<file path="src/include/writeback_cfg.svh">
`ifndef WRITEBACK_CFG_SVH
`define WRITEBACK_CFG_SVH

// data memory address width
`define WB_ADDR_W 32

// execute result and memory write data width
`define WB_DATA_W 64

// general register data width
`define WB_REG_W 32

// register number width, eight registers
`define WB_REG_NUM_W 3

// number of commit records the queue can hold
`define WB_FIFO_DEPTH 4

// alu opcode of the exchange instruction
`define WB_XCHG_OP 14

`endif

</file>
<file path="src/rtl/writeback_pkg.sv">
`include "writeback_cfg.svh"

package writeback_pkg;

   // execute alu opcodes
   // only the exchange changes how a result is written back
   typedef enum logic [3:0] {
      alu_add  = 4'd0,
      alu_or   = 4'd1,
      alu_adc  = 4'd2,
      alu_sbb  = 4'd3,
      alu_and  = 4'd4,
      alu_sub  = 4'd5,
      alu_xor  = 4'd6,
      alu_cmp  = 4'd7,
      alu_mov  = 4'd8,
      alu_xchg = 4'(`WB_XCHG_OP)
   } alu_op_e;

   // operand size code as delivered by execute
   typedef logic [2:0] op_size_t;

   // size code on the data memory write port
   typedef logic [1:0] mem_size_t;

   // everything one commit writes, register and memory side
   typedef struct packed {
      logic                     reg_en;
      logic [`WB_REG_NUM_W-1:0] reg_number;
      op_size_t                 reg_size;
      logic [`WB_REG_W-1:0]     reg_data;
      logic                     reg2_en;
      logic [`WB_REG_NUM_W-1:0] reg2_number;
      logic [`WB_REG_W-1:0]     reg2_data;
      logic                     mem_en;
      logic [`WB_ADDR_W-1:0]    mem_address;
      logic [`WB_DATA_W-1:0]    mem_data;
      mem_size_t                mem_size;
   } commit_rec_t;

endpackage

</file>
<file path="src/rtl/result_capture.sv">
`include "writeback_cfg.svh"

module result_capture (
   input  logic                       clk,
   input  logic                       rst_n,
   input  logic                       wb_valid,
   input  writeback_pkg::alu_op_e     wb_alu_op,
   input  writeback_pkg::op_size_t    wb_opsize,
   input  logic [`WB_DATA_W-1:0]      wb_result,
   input  logic [`WB_REG_W-1:0]       wb_dest_reg,
   input  logic [`WB_ADDR_W-1:0]      wb_dest_address,
   input  logic                       wb_op_a_is_reg,
   input  logic                       wb_op_a_is_address,
   input  logic [`WB_REG_NUM_W-1:0]   wb_op_b_reg,
   input  logic                       wb_op_b_is_reg,
   input  logic                       wb_op_b_is_address,
   input  logic [`WB_ADDR_W-1:0]      wb_op_b_address,
   input  logic                       full,
   output logic                       wb_ready,
   output logic                       push,
   output writeback_pkg::commit_rec_t push_rec
);

   logic                       held;
   writeback_pkg::commit_rec_t held_rec;
   writeback_pkg::commit_rec_t next_rec;
   logic                       accept;
   logic                       is_xchg;
   logic                       xchg_to_mem;

   // operand size to memory size code
   function automatic writeback_pkg::mem_size_t map_size(
      input writeback_pkg::op_size_t opsize
   );
      writeback_pkg::mem_size_t size;
      case (opsize)
         3'd1:    size = 2'd2;
         3'd2:    size = 2'd3;
         3'd5:    size = 2'd1;
         default: size = 2'd0;
      endcase
      return size;
   endfunction

   assign is_xchg     = (wb_alu_op == writeback_pkg::alu_xchg);
   assign xchg_to_mem = is_xchg && wb_op_b_is_address;

   // build the commit record straight from the execute fields
   always_comb begin
      next_rec.reg_en      = wb_op_a_is_reg;
      next_rec.reg_number  = wb_dest_reg[`WB_REG_NUM_W-1:0];
      next_rec.reg_size    = wb_opsize;
      next_rec.reg_data    = wb_result[`WB_REG_W-1:0];

      // second register is only used by an exchange and gets the upper half
      next_rec.reg2_en     = is_xchg && wb_op_b_is_reg;
      next_rec.reg2_number = wb_op_b_reg;
      next_rec.reg2_data   = wb_result[`WB_DATA_W-1:`WB_REG_W];

      next_rec.mem_en      = wb_op_a_is_address || xchg_to_mem;
      if (xchg_to_mem) begin
         // exchange with memory writes the upper half to operand b
         next_rec.mem_address = wb_op_b_address;
         next_rec.mem_data    = {{(`WB_DATA_W - `WB_REG_W){1'b0}},
                                 wb_result[`WB_DATA_W-1:`WB_REG_W]};
      end else begin
         next_rec.mem_address = wb_dest_address;
         next_rec.mem_data    = wb_result;
      end
      next_rec.mem_size    = map_size(wb_opsize);
   end

   // one-entry slice in front of the queue
   assign push     = held && !full;
   assign wb_ready = !held || push;
   assign accept   = wb_valid && wb_ready;
   assign push_rec = held_rec;

   always_ff @(posedge clk) begin
      if (!rst_n) begin
         held <= 1'b0;
      end else if (accept) begin
         held <= 1'b1;
      end else if (push) begin
         held <= 1'b0;
      end
   end

   always_ff @(posedge clk) begin
      if (accept) begin
         held_rec <= next_rec;
      end
   end

   // queue only fills right after a push from this slice
   full_after_push_a: assert property (
      @(posedge clk) disable iff (!rst_n) $rose(full) |-> $past(push)
   );

endmodule

</file>
<file path="src/rtl/commit_fifo.sv">
`include "writeback_cfg.svh"

module commit_fifo (
   input  logic                       clk,
   input  logic                       rst_n,
   input  logic                       push,
   input  writeback_pkg::commit_rec_t push_rec,
   input  logic                       pop,
   output writeback_pkg::commit_rec_t head_rec,
   output logic                       empty,
   output logic                       full
);

   localparam int DEPTH = `WB_FIFO_DEPTH;
   localparam int PTR_W = (DEPTH > 1) ? $clog2(DEPTH) : 1;
   localparam int CNT_W = $clog2(DEPTH + 1);

   writeback_pkg::commit_rec_t entries [DEPTH];
   logic [PTR_W-1:0]           wr_ptr;
   logic [PTR_W-1:0]           rd_ptr;
   logic [CNT_W-1:0]           count;

   // wrap at depth, depth need not be a power of two
   function automatic logic [PTR_W-1:0] next_ptr(input logic [PTR_W-1:0] ptr);
      logic [PTR_W-1:0] nxt;
      if (ptr == PTR_W'(DEPTH - 1)) begin
         nxt = '0;
      end else begin
         nxt = ptr + 1'b1;
      end
      return nxt;
   endfunction

   assign empty    = (count == '0);
   assign full     = (count == CNT_W'(DEPTH));
   assign head_rec = entries[rd_ptr];

   always_ff @(posedge clk) begin
      if (!rst_n) begin
         wr_ptr <= '0;
         rd_ptr <= '0;
         count  <= '0;
      end else begin
         if (push) begin
            wr_ptr <= next_ptr(wr_ptr);
         end
         if (pop) begin
            rd_ptr <= next_ptr(rd_ptr);
         end
         case ({push, pop})
            2'b10:   count <= count + 1'b1;
            2'b01:   count <= count - 1'b1;
            default: count <= count;
         endcase
      end
   end

   always_ff @(posedge clk) begin
      if (push) begin
         entries[wr_ptr] <= push_rec;
      end
   end

   // writer only pops a head that exists
   no_pop_empty_a: assert property (
      @(posedge clk) disable iff (!rst_n) pop |-> !empty
   );

   no_push_full_a: assert property (
      @(posedge clk) disable iff (!rst_n) push |-> !full
   );

endmodule

</file>
<file path="src/rtl/commit_writer.sv">
`include "writeback_cfg.svh"

module commit_writer (
   input  logic                       clk,
   input  logic                       rst_n,
   input  writeback_pkg::commit_rec_t head_rec,
   input  logic                       empty,
   input  logic                       dec_wb_valid,
   input  logic [`WB_REG_NUM_W-1:0]   dec_wb_reg,
   input  logic [`WB_REG_W-1:0]       dec_wb_data,
   input  writeback_pkg::op_size_t    dec_wb_size,
   input  logic                       wmem_ready,
   output logic                       pop,
   output logic                       reg_en,
   output logic [`WB_REG_NUM_W-1:0]   reg_number,
   output writeback_pkg::op_size_t    reg_size,
   output logic [`WB_REG_W-1:0]       reg_data,
   output logic                       reg2_en,
   output logic [`WB_REG_NUM_W-1:0]   reg2_number,
   output logic [`WB_REG_W-1:0]       reg2_data,
   output logic                       wmem_valid,
   output logic                       wmem_wr_en,
   output logic [`WB_ADDR_W-1:0]      wmem_address,
   output logic [`WB_DATA_W-1:0]      wmem_wr_data,
   output writeback_pkg::mem_size_t   wmem_wr_size
);

   logic mem_clear;
   logic reg_clear;
   logic commit;
   logic head_reg_wr;
   logic head_mem_wr;

   // head may go when memory can take it and decode is not on the reg port
   assign mem_clear   = wmem_ready || !head_rec.mem_en;
   assign reg_clear   = !dec_wb_valid || !head_rec.reg_en;
   assign commit      = !empty && mem_clear && reg_clear;
   assign pop         = commit;
   assign head_reg_wr = commit && head_rec.reg_en;
   assign head_mem_wr = commit && head_rec.mem_en;

   // strobes, one cycle per commit
   always_ff @(posedge clk) begin
      if (!rst_n) begin
         reg_en     <= 1'b0;
         reg2_en    <= 1'b0;
         wmem_valid <= 1'b0;
         wmem_wr_en <= 1'b0;
      end else begin
         reg_en     <= dec_wb_valid || head_reg_wr;
         reg2_en    <= commit && head_rec.reg2_en;
         wmem_valid <= head_mem_wr;
         wmem_wr_en <= head_mem_wr;
      end
   end

   // register port payload, decode first
   always_ff @(posedge clk) begin
      if (dec_wb_valid) begin
         reg_number <= dec_wb_reg;
         reg_size   <= dec_wb_size;
         reg_data   <= dec_wb_data;
      end else if (head_reg_wr) begin
         reg_number <= head_rec.reg_number;
         reg_size   <= head_rec.reg_size;
         reg_data   <= head_rec.reg_data;
      end
   end

   // second register and memory payload
   always_ff @(posedge clk) begin
      if (commit) begin
         reg2_number  <= head_rec.reg2_number;
         reg2_data    <= head_rec.reg2_data;
         wmem_address <= head_rec.mem_address;
         wmem_wr_data <= head_rec.mem_data;
         wmem_wr_size <= head_rec.mem_size;
      end
   end

   // memory strobe only follows an edge where the memory was ready
   wmem_after_ready_a: assert property (
      @(posedge clk) disable iff (!rst_n) wmem_valid |-> $past(wmem_ready)
   );

endmodule

</file>
<file path="src/rtl/writeback_unit.sv">
`include "writeback_cfg.svh"

module writeback_unit (
   input  logic                     clk,
   input  logic                     rst_n,

   // execute results
   input  logic                     wb_valid,
   output logic                     wb_ready,
   input  writeback_pkg::alu_op_e   wb_alu_op,
   input  writeback_pkg::op_size_t  wb_opsize,
   input  logic [`WB_DATA_W-1:0]    wb_result,
   input  logic [`WB_REG_W-1:0]     wb_dest_reg,
   input  logic [`WB_ADDR_W-1:0]    wb_dest_address,
   input  logic                     wb_op_a_is_reg,
   input  logic                     wb_op_a_is_address,
   input  logic [`WB_REG_NUM_W-1:0] wb_op_b_reg,
   input  logic                     wb_op_b_is_reg,
   input  logic                     wb_op_b_is_address,
   input  logic [`WB_ADDR_W-1:0]    wb_op_b_address,

   // decode register writes
   input  logic                     dec_wb_valid,
   input  logic [`WB_REG_NUM_W-1:0] dec_wb_reg,
   input  logic [`WB_REG_W-1:0]     dec_wb_data,
   input  writeback_pkg::op_size_t  dec_wb_size,

   // register file ports
   output logic                     reg_en,
   output logic [`WB_REG_NUM_W-1:0] reg_number,
   output writeback_pkg::op_size_t  reg_size,
   output logic [`WB_REG_W-1:0]     reg_data,
   output logic                     reg2_en,
   output logic [`WB_REG_NUM_W-1:0] reg2_number,
   output logic [`WB_REG_W-1:0]     reg2_data,

   // data memory write port
   output logic                     wmem_valid,
   input  logic                     wmem_ready,
   output logic                     wmem_wr_en,
   output logic [`WB_ADDR_W-1:0]    wmem_address,
   output logic [`WB_DATA_W-1:0]    wmem_wr_data,
   output writeback_pkg::mem_size_t wmem_wr_size
);

   logic                       push;
   writeback_pkg::commit_rec_t push_rec;
   logic                       full;
   logic                       pop;
   writeback_pkg::commit_rec_t head_rec;
   logic                       empty;

   result_capture result_capture_inst (
      .clk                (clk),
      .rst_n              (rst_n),
      .wb_valid           (wb_valid),
      .wb_alu_op          (wb_alu_op),
      .wb_opsize          (wb_opsize),
      .wb_result          (wb_result),
      .wb_dest_reg        (wb_dest_reg),
      .wb_dest_address    (wb_dest_address),
      .wb_op_a_is_reg     (wb_op_a_is_reg),
      .wb_op_a_is_address (wb_op_a_is_address),
      .wb_op_b_reg        (wb_op_b_reg),
      .wb_op_b_is_reg     (wb_op_b_is_reg),
      .wb_op_b_is_address (wb_op_b_is_address),
      .wb_op_b_address    (wb_op_b_address),
      .full               (full),
      .wb_ready           (wb_ready),
      .push               (push),
      .push_rec           (push_rec)
   );

   commit_fifo commit_fifo_inst (
      .clk      (clk),
      .rst_n    (rst_n),
      .push     (push),
      .push_rec (push_rec),
      .pop      (pop),
      .head_rec (head_rec),
      .empty    (empty),
      .full     (full)
   );

   commit_writer commit_writer_inst (
      .clk          (clk),
      .rst_n        (rst_n),
      .head_rec     (head_rec),
      .empty        (empty),
      .dec_wb_valid (dec_wb_valid),
      .dec_wb_reg   (dec_wb_reg),
      .dec_wb_data  (dec_wb_data),
      .dec_wb_size  (dec_wb_size),
      .wmem_ready   (wmem_ready),
      .pop          (pop),
      .reg_en       (reg_en),
      .reg_number   (reg_number),
      .reg_size     (reg_size),
      .reg_data     (reg_data),
      .reg2_en      (reg2_en),
      .reg2_number  (reg2_number),
      .reg2_data    (reg2_data),
      .wmem_valid   (wmem_valid),
      .wmem_wr_en   (wmem_wr_en),
      .wmem_address (wmem_address),
      .wmem_wr_data (wmem_wr_data),
      .wmem_wr_size (wmem_wr_size)
   );

endmodule

</file>
<file path="config.mk">
export PLATFORM = sky130hd
export DESIGN_NAME = writeback_unit
export DESIGN_NICKNAME = d
export VERILOG_FILES = /design/src/rtl/writeback_pkg.sv /design/src/rtl/result_capture.sv /design/src/rtl/commit_fifo.sv /design/src/rtl/commit_writer.sv /design/src/rtl/writeback_unit.sv
export VERILOG_INCLUDE_DIRS = /design/src /design/src/include
export SDC_FILE = /design/constraint.sdc
export NUM_CORES = 1
export LEC_CHECK = 0
export BUFFER_PORTS_ARGS = -buffer_cell sky130_fd_sc_hd__buf_2
export CELL_PAD_IN_SITES_DETAIL_PLACEMENT = 1
export CELL_PAD_IN_SITES_GLOBAL_PLACEMENT = 1
export CORE_MARGIN = 4
export CORE_UTILIZATION = 56
export DETAILED_ROUTE_END_ITERATION = 12
export PLACE_DENSITY_LB_ADDON = 0.1
export SETUP_SLACK_MARGIN = 0.02
export SLEW_MARGIN = 10
export SYNTH_ARGS = -nofsm -noshare
export SYNTH_HDL_FRONTEND = slang
export SYNTH_SLANG_ARGS = --single-unit
</file>
<file path="constraint.sdc">
create_clock -name clk -period 19.2 [get_ports clk]
set_clock_uncertainty 0.2 [all_clocks]
set_input_delay 1.92 -clock clk [delete_from_list [all_inputs] [get_ports clk]]
set_output_delay 1.92 -clock clk [all_outputs]
set_load 0.01 [all_outputs]
</file>
* Word-level counts from Yosys, hierarchy flattened
Memory sizes are Yosys's and may differ from the RTL's. A register that Yosys moved wholly into a read port is not among the register bits.
Cells that the tools add are included.
** Word-level totals
- Register bits after elaboration :: 356
- Memory bits (writable) :: 696
- Bits of input ports :: 217
- Output and inout port bits :: 176
- Memories :: 1
** Memories
- commit_fifo_inst.entries :: words 4, width 174, rd ports 1, clocked after memory_dff 1, wr ports 1, RTL line commit_fifo.sv:18 : writeback_pkg::commit_rec_t entries [DEPTH];
** Operators by class
- Add/sub/neg operators :: 4
- Eq/ne operators :: 9
- Muxes and demuxes :: 17
- Reduce and logical (&&, ||, !) cells :: 24
** Operator list (count)
- 2-to-1 mux 96 bit :: 1
- 2-to-1 mux 32 bit :: 2
- 2-to-1 mux 3 bit :: 4
- logical AND 1 bit :: 9
- 2-to-1 mux 2 bit :: 4
- == test 2 bit, second input constant :: 3
- == test 3 bit, second input constant :: 2
- zero test 1 bit :: 6
- one-hot mux 2 bit (3 select lines) :: 1
- one-hot mux 3 bit (2 select lines) :: 1
- nonzero test 2 bit :: 3
- logical OR 1 bit :: 5
- adder 2 x 1 -> 2 bit, second input constant :: 2
- == test 4 bit, second input constant :: 1
- 2-to-1 mux 1 bit :: 4
- adder 3 x 1 -> 3 bit, second input constant :: 1
- == test 3 x 1 -> 1 bit, second input constant :: 1
- == test 3 x 2 -> 1 bit, second input constant :: 1
- zero test 3 bit :: 1
- subtractor 3 x 1 -> 3 bit, second input constant :: 1
- == test 2 x 1 -> 1 bit, second input constant :: 1

* Logic depth before layout (Yosys ltp)
Gate-level depths: netlist of run 1.
- Depth in word-level cells :: 7
- Depth in mapped cells :: 11
- Gate-level depth less buffers :: 9

* Hierarchy
A second synthesis of run 1 with hierarchy kept.
** Second synthesis, totals
- Cell total of the unflattened synthesis :: 1475
- Area, all modules :: 37991.4 um^2
** By module, submodules not included
- commit_fifo :: times used 1, cells each 956, area an instance 25718.4 um^2
- result_capture :: times used 1, cells each 294, area an instance 6376.1 um^2
- commit_writer :: times used 1, cells each 225, area an instance 5896.9 um^2

* Worst setup path after synthesis of run 1
No wires, ideal clock.
- Path kind :: input port to flip-flop
- From :: input port wb_valid
- To :: register result_capture_inst.held_rec (netlist bit result_capture_inst.push_rec[0]) (enable)
- Library setup time :: 0.812 ns
- Data arrival time :: 10.606 ns
- Required time :: 18.188 ns
- Path slack :: 7.582 ns
- Stages :: 2
- Path through :: inv_1 > a31oi_1
** Between the ends
- Longest elaborated chain between the ends :: 1
** RTL lines
- start: declaration :: RTL line writeback_unit.sv:8 : input logic wb_valid,
- logical AND 1 bit :: RTL line result_capture.sv:76 : assign accept = wb_valid && wb_ready;
- via result_capture_inst.accept :: RTL line result_capture.sv:27 : logic accept;
- end signal: assignment :: RTL line result_capture.sv:91 : held_rec <= next_rec;
- end: declaration :: RTL line result_capture.sv:25 : writeback_pkg::commit_rec_t held_rec;
The timed path passes the listed nets, and every way through them passes these cells.
A chain may end at the register's enable or synchronous reset.

==> impl_metrics.prom, run 1 <==
# TYPE chip_impl_metric gauge
chip_impl_metric{name="signal_arrival_time_at_the_worst_endpoint",unit="ns"} 4.78
chip_impl_metric{name="final_net_count",unit=""} 2141
chip_impl_metric{name="worst_slew_margin",unit="%"} 22.6
chip_impl_metric{name="synth-edff-count",unit=""} 1041
chip_impl_info{name="crit-reg2reg-capture",value="commit_fifo_inst.count[2]"} 1
chip_impl_metric{name="synthDistinctLibCells",unit=""} 36
chip_impl_metric{name="cts_resized",unit=""} 0
chip_impl_info{name="outcome",value="completed"} 1
chip_impl_metric{name="initial_core_util",unit="%"} 56.8
chip_impl_info{name="hp-start",value="result_capture_inst.push_rec[19]"} 1
chip_impl_metric{name="floorplan.die.width",unit="µm"} 267
chip_impl_info{name="type_of_the_worst_setup_path",value="flip-flop to flip-flop"} 1
chip_impl_metric{name="global_route_wire_length_before_repair",unit="µm"} 117000
chip_impl_metric{name="drt-pass1-iter-count",unit=""} 7
chip_impl_metric{name="post-cts-setup-buffers",unit=""} 0
chip_impl_metric{name="gpl.final_weighted_congestion",unit=""} 0.729
chip_impl_info{name="tritoncts",value="yes"} 1
chip_impl_metric{name="maximum_vdd_drop",unit="mV"} 0.106
chip_impl_metric{name="grt_antenna_before_repair",unit=""} 11
chip_impl_metric{name="power_density",unit="nW/µm²"} 134
chip_impl_metric{name="grt.total_usage",unit="%"} 22.2
chip_impl_metric{name="ctsHtreeMaxLevel",unit=""} 3
chip_impl_metric{name="yosys_register_bits",unit=""} 1054
chip_impl_info{name="crit_chain",value="buf_12 -> nand2b_1 -> o22a_1 -> and3_4 -> ha_1 -> inv_1 -> fa_1 -> xor2_1 -> or3_1 -> a21boi_0"} 1
chip_impl_metric{name="report.final.hold_viol_count",unit=""} 0
chip_impl_metric{name="routedLengthMet1",unit="µm"} 30800
chip_impl_metric{name="finish.utilization",unit="%"} 66.1
chip_impl_metric{name="core",unit="µm²"} 66200
chip_impl_metric{name="max_stage_delay",unit="ns"} 0.81
chip_impl_metric{name="synth.yosys.warnings",unit=""} 0
chip_impl_metric{name="number_of_standard_cells_after_synthesis",unit=""} 1484
chip_impl_metric{name="netlist_area",unit="µm²"} 37600
chip_impl_info{name="critical-path-slowest-cell",value="sky130_fd_sc_hd__dfxtp_4"} 1
chip_impl_metric{name="synthesized_netlist_net_count",unit=""} 1708
chip_impl_metric{name="floorplan.die_area",unit="µm²"} 71400
chip_impl_metric{name="maxCapViolations",unit=""} 0
chip_impl_metric{name="async_flop_share",unit="%"} 0
chip_impl_info{name="worst_hold_path_type",value="flip-flop to flip-flop"} 1
chip_impl_metric{name="die_height",unit="µm"} 267
chip_impl_metric{name="holdPathStages",unit=""} 0
chip_impl_metric{name="final.hold.worst_slack",unit="ns"} 0.281
chip_impl_info{name="yosys-top-cells-area",value="sky130_fd_sc_hd__edfxtp_1, sky130_fd_sc_hd__mux4_2, sky130_fd_sc_hd__mux2_2"} 1
chip_impl_metric{name="final-setup-viol-count",unit=""} 0
chip_impl_metric{name="cp_num_buf_inv",unit=""} 2
chip_impl_metric{name="first_global_vias",unit=""} 18300
chip_impl_metric{name="path_clk_slew",unit="ns"} 0.06
chip_impl_metric{name="antenna_left",unit=""} 0
chip_impl_info{name="post-synth-top-count-cell",value="sky130_fd_sc_hd__edfxtp_1"} 1
chip_impl_info{name="post_synth_most_frequent_cells",value="sky130_fd_sc_hd__edfxtp_1, sky130_fd_sc_hd__mux4_2, sky130_fd_sc_hd__mux2_2, sky130_fd_sc_hd__and2_1, sky130_fd_sc_hd__buf_2"} 1
chip_impl_metric{name="average_instance_area_after_synthesis",unit="µm²"} 25.4
chip_impl_metric{name="finalCriticalPeriod",unit="ns"} 4.41
chip_impl_metric{name="setup_total_negative_slack",unit="ns"} 0
chip_impl_metric{name="post-route-period-util",unit="%"} 22.9
chip_impl_info{name="setup_repair_after_global_routing_missed_its_margin",value="false"} 1
chip_impl_metric{name="clock-sinks",unit=""} 1054
chip_impl_metric{name="drt-total-wl",unit="µm"} 77800
chip_impl_metric{name="r2r_setup_slack",unit="ns"} 14.79
chip_impl_metric{name="cts_hold_repair.buffers",unit=""} 0
chip_impl_info{name="cell_class_contributing_the_biggest_share_of_worst_path_delay",value="simple AND/OR/NAND/NOR gates"} 1
chip_impl_metric{name="critical_path.max_fanout",unit=""} 132
chip_impl_metric{name="detailedPlacementHpwl",unit="µm"} 44800
chip_impl_info{name="whs_endpoint",value="commit_fifo_inst.entries[3][19]"} 1
chip_impl_metric{name="cts-buffers-inserted",unit=""} 103
chip_impl_metric{name="drcViolationCount",unit=""} 0
chip_impl_metric{name="port_buffers",unit=""} 363
chip_impl_metric{name="routed-via-count",unit=""} 16400
chip_impl_metric{name="route.detailed.vias_per_inst",unit=""} 5.70
chip_impl_metric{name="max_freq",unit="MHz"} 227
chip_impl_info{name="synth_top_cell_by_area",value="sky130_fd_sc_hd__edfxtp_1"} 1
chip_impl_info{name="timing.critical_path.to_type",value="flip-flop"} 1
chip_impl_metric{name="clock_latency",unit="ns"} 0.65
chip_impl_metric{name="worst_pin_slew",unit="ns"} 1.16
chip_impl_metric{name="globalRouteOverflowTotal",unit=""} 0
chip_impl_metric{name="total_leakage_power",unit="nW"} 14.6
chip_impl_metric{name="grt_start_max_net_pins",unit=""} 133
chip_impl_metric{name="met3_wirelength",unit="µm"} 4980
chip_impl_metric{name="timing.final.max_slew_violations",unit=""} 0
chip_impl_info{name="worstSetupStartpointType",value="flip-flop"} 1
chip_impl_metric{name="met2RoutedLength",unit="µm"} 40700
chip_impl_metric{name="critPathRequiredTime",unit="ns"} 19.58
chip_impl_metric{name="reg2reg_depth",unit=""} 10
chip_impl_info{name="dominantRegCellSynth",value="sky130_fd_sc_hd__edfxtp_1"} 1
chip_impl_metric{name="area_growth_syn_to_layout",unit="%"} 16.3
chip_impl_metric{name="post_detailed_route_wirelength_per_cell",unit="µm"} 27.1
chip_impl_metric{name="ios",unit=""} 393
chip_impl_metric{name="clockBufferDepth",unit=""} 3
chip_impl_metric{name="detailedRoute.firstIterationViolations",unit=""} 1299
chip_impl_metric{name="total_power",unit="mW"} 5.88
chip_impl_info{name="top_layer_used",value="met5"} 1
chip_impl_metric{name="seq_area_frac_synth",unit="%"} 83.8
chip_impl_metric{name="fraction_of_post_synthesis_cell_area_in_the_top_cell_type_by_area",unit="%"} 83.1
chip_impl_info{name="clock_tree.root_cell",value="sky130_fd_sc_hd__clkbuf_16"} 1
chip_impl_metric{name="cell_row_count",unit=""} 94
chip_impl_metric{name="drive_gt1_share",unit="%"} 40.5
chip_impl_metric{name="nFillCells",unit=""} 5303
==> flip-flops by register name, indices dropped and copies added, names as in the netlist, named ones only <==
signal	flops
commit_fifo_inst.entries	696
result_capture_inst.push_rec	174
commit_writer_inst.wmem_wr_data	64
commit_writer_inst.reg2_data	32
commit_writer_inst.reg_data	32
commit_writer_inst.wmem_address	32
commit_fifo_inst.count	3
commit_writer_inst.reg2_number	3
commit_writer_inst.reg_number	3
commit_writer_inst.reg_size	3
commit_fifo_inst.rd_ptr	2
commit_fifo_inst.wr_ptr	2
commit_writer_inst.wmem_wr_size	2
commit_writer_inst.reg2_en	1
commit_writer_inst.reg_en	1
commit_writer_inst.wmem_valid	1
result_capture_inst.held	1
==> power by group <==
part	total [mW]	leakage, nW	internal [mW]	switching (mW)
Sequential	2.99	9.74	2.87	0.123
Combinational	0.885	3.17	0.392	0.493
Clock	2.01	1.65	1.18	0.823
Total	5.88	14.6	4.45	1.44
==> area by class of cell <==
| class | count | area [µm²] | share of cell area, % |
|---|---|---|---|
| sequential | 1054 | 31500 | 72.0 |
| multi-input combinational | 365 | 5720 | 13.1 |
| clock buffer | 131 | 2750 | 6.27 |
| timing repair buffer | 384 | 2010 | 4.60 |
| tap | 864 | 1080 | 2.47 |
| clock inverter | 62 | 639 | 1.46 |
| inverter | 9 | 33.8 | 0.0772 |
| antenna | 5 | 12.5 | 0.0286 |
==> metal layers <==
metal / up-vias / track usage, %
li1: 7093 / -
met1: 8699 / 29.9
met2: 481 / 37.8
met3: 84 / 5.11
met4: 12 / 5.40
met5: - / 0
==> logic make-up after synthesis <==
kind of cell | synth area share, %
AO/OA/AOI/OAI | 0.183
flip-flops | 83.8
AND/OR/NAND/NOR | 1.00
adder cells (fa/ha/maj) | 0.253
buffers and inverters | 1.11
multiplexers | 13.6
XOR/XNOR | 0.0466
==> metrics by stage <==
stage / cell area [µm²] / std cells / setup WS (ns)
5_1_grt: 43800 / 2871 / 14.59
3_5_place_dp: 40400 / 2676 / 14.16
3_3_place_gp: 40400 / 2676 / 14.25
6_report: 43800 / 2874 / 14.79
2_1_floorplan: 37600 / 1484 / 7.58
4_1_cts: 43800 / 2869 / 14.83
==> worst max-delay path by stage <==
stage | from | to | slack, ns | cells past startpoint
3_5_place_dp | dec_wb_valid | commit_fifo_inst.count[2] | 14.16 | 11
3_3_place_gp | dec_wb_valid | commit_fifo_inst.count[2] | 14.25 | 11
2_1_floorplan | wb_valid | result_capture_inst.push_rec[0] | 7.58 | 2
6_report | flip-flop | commit_fifo_inst.count[2] | 14.79 | 10
5_1_grt | flip-flop | commit_fifo_inst.count[2] | 14.59 | 10
4_1_cts | flip-flop | commit_fifo_inst.count[2] | 14.83 | 10
==> cells in the final DEF, fill, tap and decap left out, types with 13 or more instances in the layout <==
cell,instances
sky130_fd_sc_hd__edfxtp_1,1041
sky130_fd_sc_hd__buf_2,363
sky130_fd_sc_hd__mux4_2,171
sky130_fd_sc_hd__clkbuf_16,106
sky130_fd_sc_hd__mux2_2,102
sky130_fd_sc_hd__and2_1,35
sky130_fd_sc_hd__clkbuf_1,25
sky130_fd_sc_hd__clkinv_1,22
sky130_fd_sc_hd__clkinv_2,19
sky130_fd_sc_hd__buf_4,18
sky130_fd_sc_hd__bufinv_16,13
Power figures use the tool's default switching activity.
==> inputs of run 2 (changes only) <==
Settings changed: CORE_UTILIZATION 56 to 52.
Clock period 19.2 ns to 4.5 ns, I/O delays scaled along.
==> impl_metrics.prom, run 2 (synthesis gave the netlist of run 1 again) <==
# TYPE chip_impl_metric gauge
chip_impl_info{name="outcome",value="completed"} 1
chip_impl_metric{name="total_leakage_power",unit="nW"} 15.3
chip_impl_metric{name="antenna_left",unit=""} 0
chip_impl_metric{name="maximum_vdd_drop",unit="mV"} 0.603
chip_impl_metric{name="clock-sinks",unit=""} 1054
chip_impl_info{name="layout_commonest_cell",value="sky130_fd_sc_hd__edfxtp_1"} 1
chip_impl_info{name="timing.critical_path.to_type",value="flip-flop"} 1
chip_impl_metric{name="timing.final.max_slew_violations",unit=""} 0
chip_impl_metric{name="globalRouteOverflowTotal",unit=""} 0
chip_impl_metric{name="global_route_wire_length_before_repair",unit="µm"} 122000
chip_impl_metric{name="max_freq",unit="MHz"} 342
chip_impl_info{name="worstSetupStartpointType",value="flip-flop"} 1
chip_impl_metric{name="cts_hold_repair.buffers",unit=""} 180
chip_impl_metric{name="die_height",unit="µm"} 277
chip_impl_metric{name="seqCellArea",unit="µm²"} 31500
chip_impl_metric{name="ctsHtreeMaxLevel",unit=""} 3
chip_impl_metric{name="nFillCells",unit=""} 5844
chip_impl_metric{name="floorplan.die_area",unit="µm²"} 76700
chip_impl_metric{name="finalCriticalPeriod",unit="ns"} 2.92
chip_impl_metric{name="detailedPlacementHpwl",unit="µm"} 44900
chip_impl_metric{name="post_detailed_route_wirelength_per_cell",unit="µm"} 25.5
chip_impl_metric{name="worst_pin_slew",unit="ns"} 1.07
chip_impl_metric{name="ios",unit=""} 393
chip_impl_metric{name="signal_arrival_time_at_the_worst_endpoint",unit="ns"} 3.03
chip_impl_metric{name="worst_slew_margin",unit="%"} 28.5
chip_impl_info{name="commonest_non_fill_non_tap_cells_in_the_layout",value="sky130_fd_sc_hd__edfxtp_1, sky130_fd_sc_hd__buf_2, sky130_fd_sc_hd__dlygate4sd3_1, sky130_fd_sc_hd__mux4_2, sky130_fd_sc_hd__clkbuf_16"} 1
chip_impl_info{name="largest_register",value="commit_fifo_inst.entries"} 1
chip_impl_metric{name="cts-buffers-inserted",unit=""} 103
chip_impl_metric{name="cell_row_count",unit=""} 98
chip_impl_metric{name="gpl.final_weighted_congestion",unit=""} 0.716
chip_impl_metric{name="grt.total_usage",unit="%"} 21.1
chip_impl_metric{name="power_density",unit="nW/µm²"} 542
chip_impl_info{name="setup_repair_after_global_routing_missed_its_margin",value="false"} 1
chip_impl_metric{name="setup_total_negative_slack",unit="ns"} 0
chip_impl_metric{name="final_net_count",unit=""} 2333
chip_impl_metric{name="post-route-period-util",unit="%"} 65.0
chip_impl_metric{name="initial_core_util",unit="%"} 52.5
chip_impl_info{name="worst_hold_path_type",value="input pin to flip-flop"} 1
chip_impl_metric{name="cts_resized",unit=""} 0
chip_impl_metric{name="place_area",unit="µm²"} 40700
chip_impl_metric{name="floorplan.die.width",unit="µm"} 277
chip_impl_metric{name="drive_gt1_share",unit="%"} 37.2
chip_impl_metric{name="path_clk_slew",unit="ns"} 0.06
chip_impl_info{name="clock_tree.root_cell",value="sky130_fd_sc_hd__clkbuf_16"} 1
chip_impl_metric{name="first_global_vias",unit=""} 19300
chip_impl_metric{name="core",unit="µm²"} 71600
chip_impl_metric{name="area_growth_syn_to_layout",unit="%"} 21.4
chip_impl_metric{name="post-cts-setup-buffers",unit=""} 0
chip_impl_metric{name="drt-pass1-iter-count",unit=""} 4
chip_impl_metric{name="critPathRequiredTime",unit="ns"} 4.60
chip_impl_info{name="type_of_the_worst_setup_path",value="flip-flop to flip-flop"} 1
chip_impl_metric{name="largest_register_ff_count",unit=""} 696
chip_impl_metric{name="stdcell_area",unit="µm²"} 45700
chip_impl_metric{name="drt-total-wl",unit="µm"} 79900
chip_impl_metric{name="routed-via-count",unit=""} 17100
chip_impl_metric{name="drcViolationCount",unit=""} 0
chip_impl_metric{name="route.detailed.vias_per_inst",unit=""} 5.44
chip_impl_metric{name="clockBufferDepth",unit=""} 3
chip_impl_metric{name="critical_path.max_fanout",unit=""} 47
chip_impl_metric{name="r2r_setup_slack",unit="ns"} 1.58
chip_impl_metric{name="maxCapViolations",unit=""} 0
chip_impl_metric{name="grt_antenna_before_repair",unit=""} 12
chip_impl_metric{name="report.final.hold_viol_count",unit=""} 0
chip_impl_metric{name="port_buffers",unit=""} 363
chip_impl_metric{name="grt_start_max_net_pins",unit=""} 138
chip_impl_metric{name="detailedRoute.firstIterationViolations",unit=""} 1419
chip_impl_metric{name="clock_latency",unit="ns"} 0.64
chip_impl_metric{name="final-setup-viol-count",unit=""} 0
chip_impl_metric{name="multiInputGateArea",unit="µm²"} 5720
chip_impl_info{name="tritoncts",value="yes"} 1
## run 2: changes by cell type in the layout (fill, tap and decap cells not counted), moves of 3 or more
cell	change
sky130_fd_sc_hd__dlygate4sd3_1	+180
sky130_fd_sc_hd__clkbuf_1	+4
sky130_fd_sc_hd__clkbuf_8	+3
sky130_fd_sc_hd__bufinv_16	-6
sky130_fd_sc_hd__clkinv_2	-5
sky130_fd_sc_hd__clkbuf_16	-3
sky130_fd_sc_hd__buf_12	+11
sky130_fd_sc_hd__clkinv_1	-5
sky130_fd_sc_hd__clkinvlp_4	-3
## run 2: per-layer routing
layer  part of all wire [%]  up-vias  global-route usage, %  wire length [µm]
li1                       -     7471                      -                 -
met1                     40     8939                   27.6             31600
met2                     51      507                   35.7             40900
met3                    6.7      133                   5.51              5370
met4                    2.4       12                   5.80              1950
met5                   0.10        -                      0                80
## run 2: path summary, 6_finish.rpt
kind / from / to / depth (start not counted)
max: commit_fifo_inst.count[0] / commit_fifo_inst.entries[1][69] / 4
min: dec_wb_valid / commit_writer_inst.reg_en / 3
max reg2reg: commit_fifo_inst.count[0] / commit_fifo_inst.entries[1][69] / 4
min reg2reg: result_capture_inst.push_rec[72] / commit_fifo_inst.entries[3][72] / 0
## run 2: worst max-delay path, stage by stage (launching register included)
cell and delay, ns:
sky130_fd_sc_hd__dfxtp_1 0.40, sky130_fd_sc_hd__nor2_1 0.13, sky130_fd_sc_hd__a21boi_1 0.49, sky130_fd_sc_hd__and2_4 0.90
sky130_fd_sc_hd__buf_4 0.44
## run 2: through the flow
step | utilization (%) | setup slack [ns] | instances | total power [mW] | hold WS (ns)
finish | 63.8 | 1.58 | 3139 | 24.8 | 0.0701
global route | 63.8 | 1.33 | 3137 | 25.9 | 0.0691
CTS | 63.8 | 1.49 | 3134 | 25.1 | 0.0260
detailed placement | 56.8 | 1.52 | 2774 | 16.9 | 0.279
global placement | 56.8 | 1.60 | 2774 | 16.8 | 0.264
floorplan | - | 0.359 | 1484 | 15.4 | 0.259
## run 2: area by class of cell
type | count | share of cell area (%)
clock inverter | 45 | 0.907
sequential | 1054 | 69.0
clock buffer | 135 | 5.97
multi-input combinational | 365 | 12.5
tap | 950 | 2.60
antenna | 5 | 0.0274
timing repair buffer | 576 | 8.85
inverter | 9 | 0.0740
## run 2: report_power, final
| group | switching [mW] | total, mW | internal, mW |
|---|---|---|---|
| registers | 0.426 | 12.7 | 12.2 |
| logic | 2.24 | 4.06 | 1.82 |
| clock network | 3.41 | 8.05 | 4.64 |
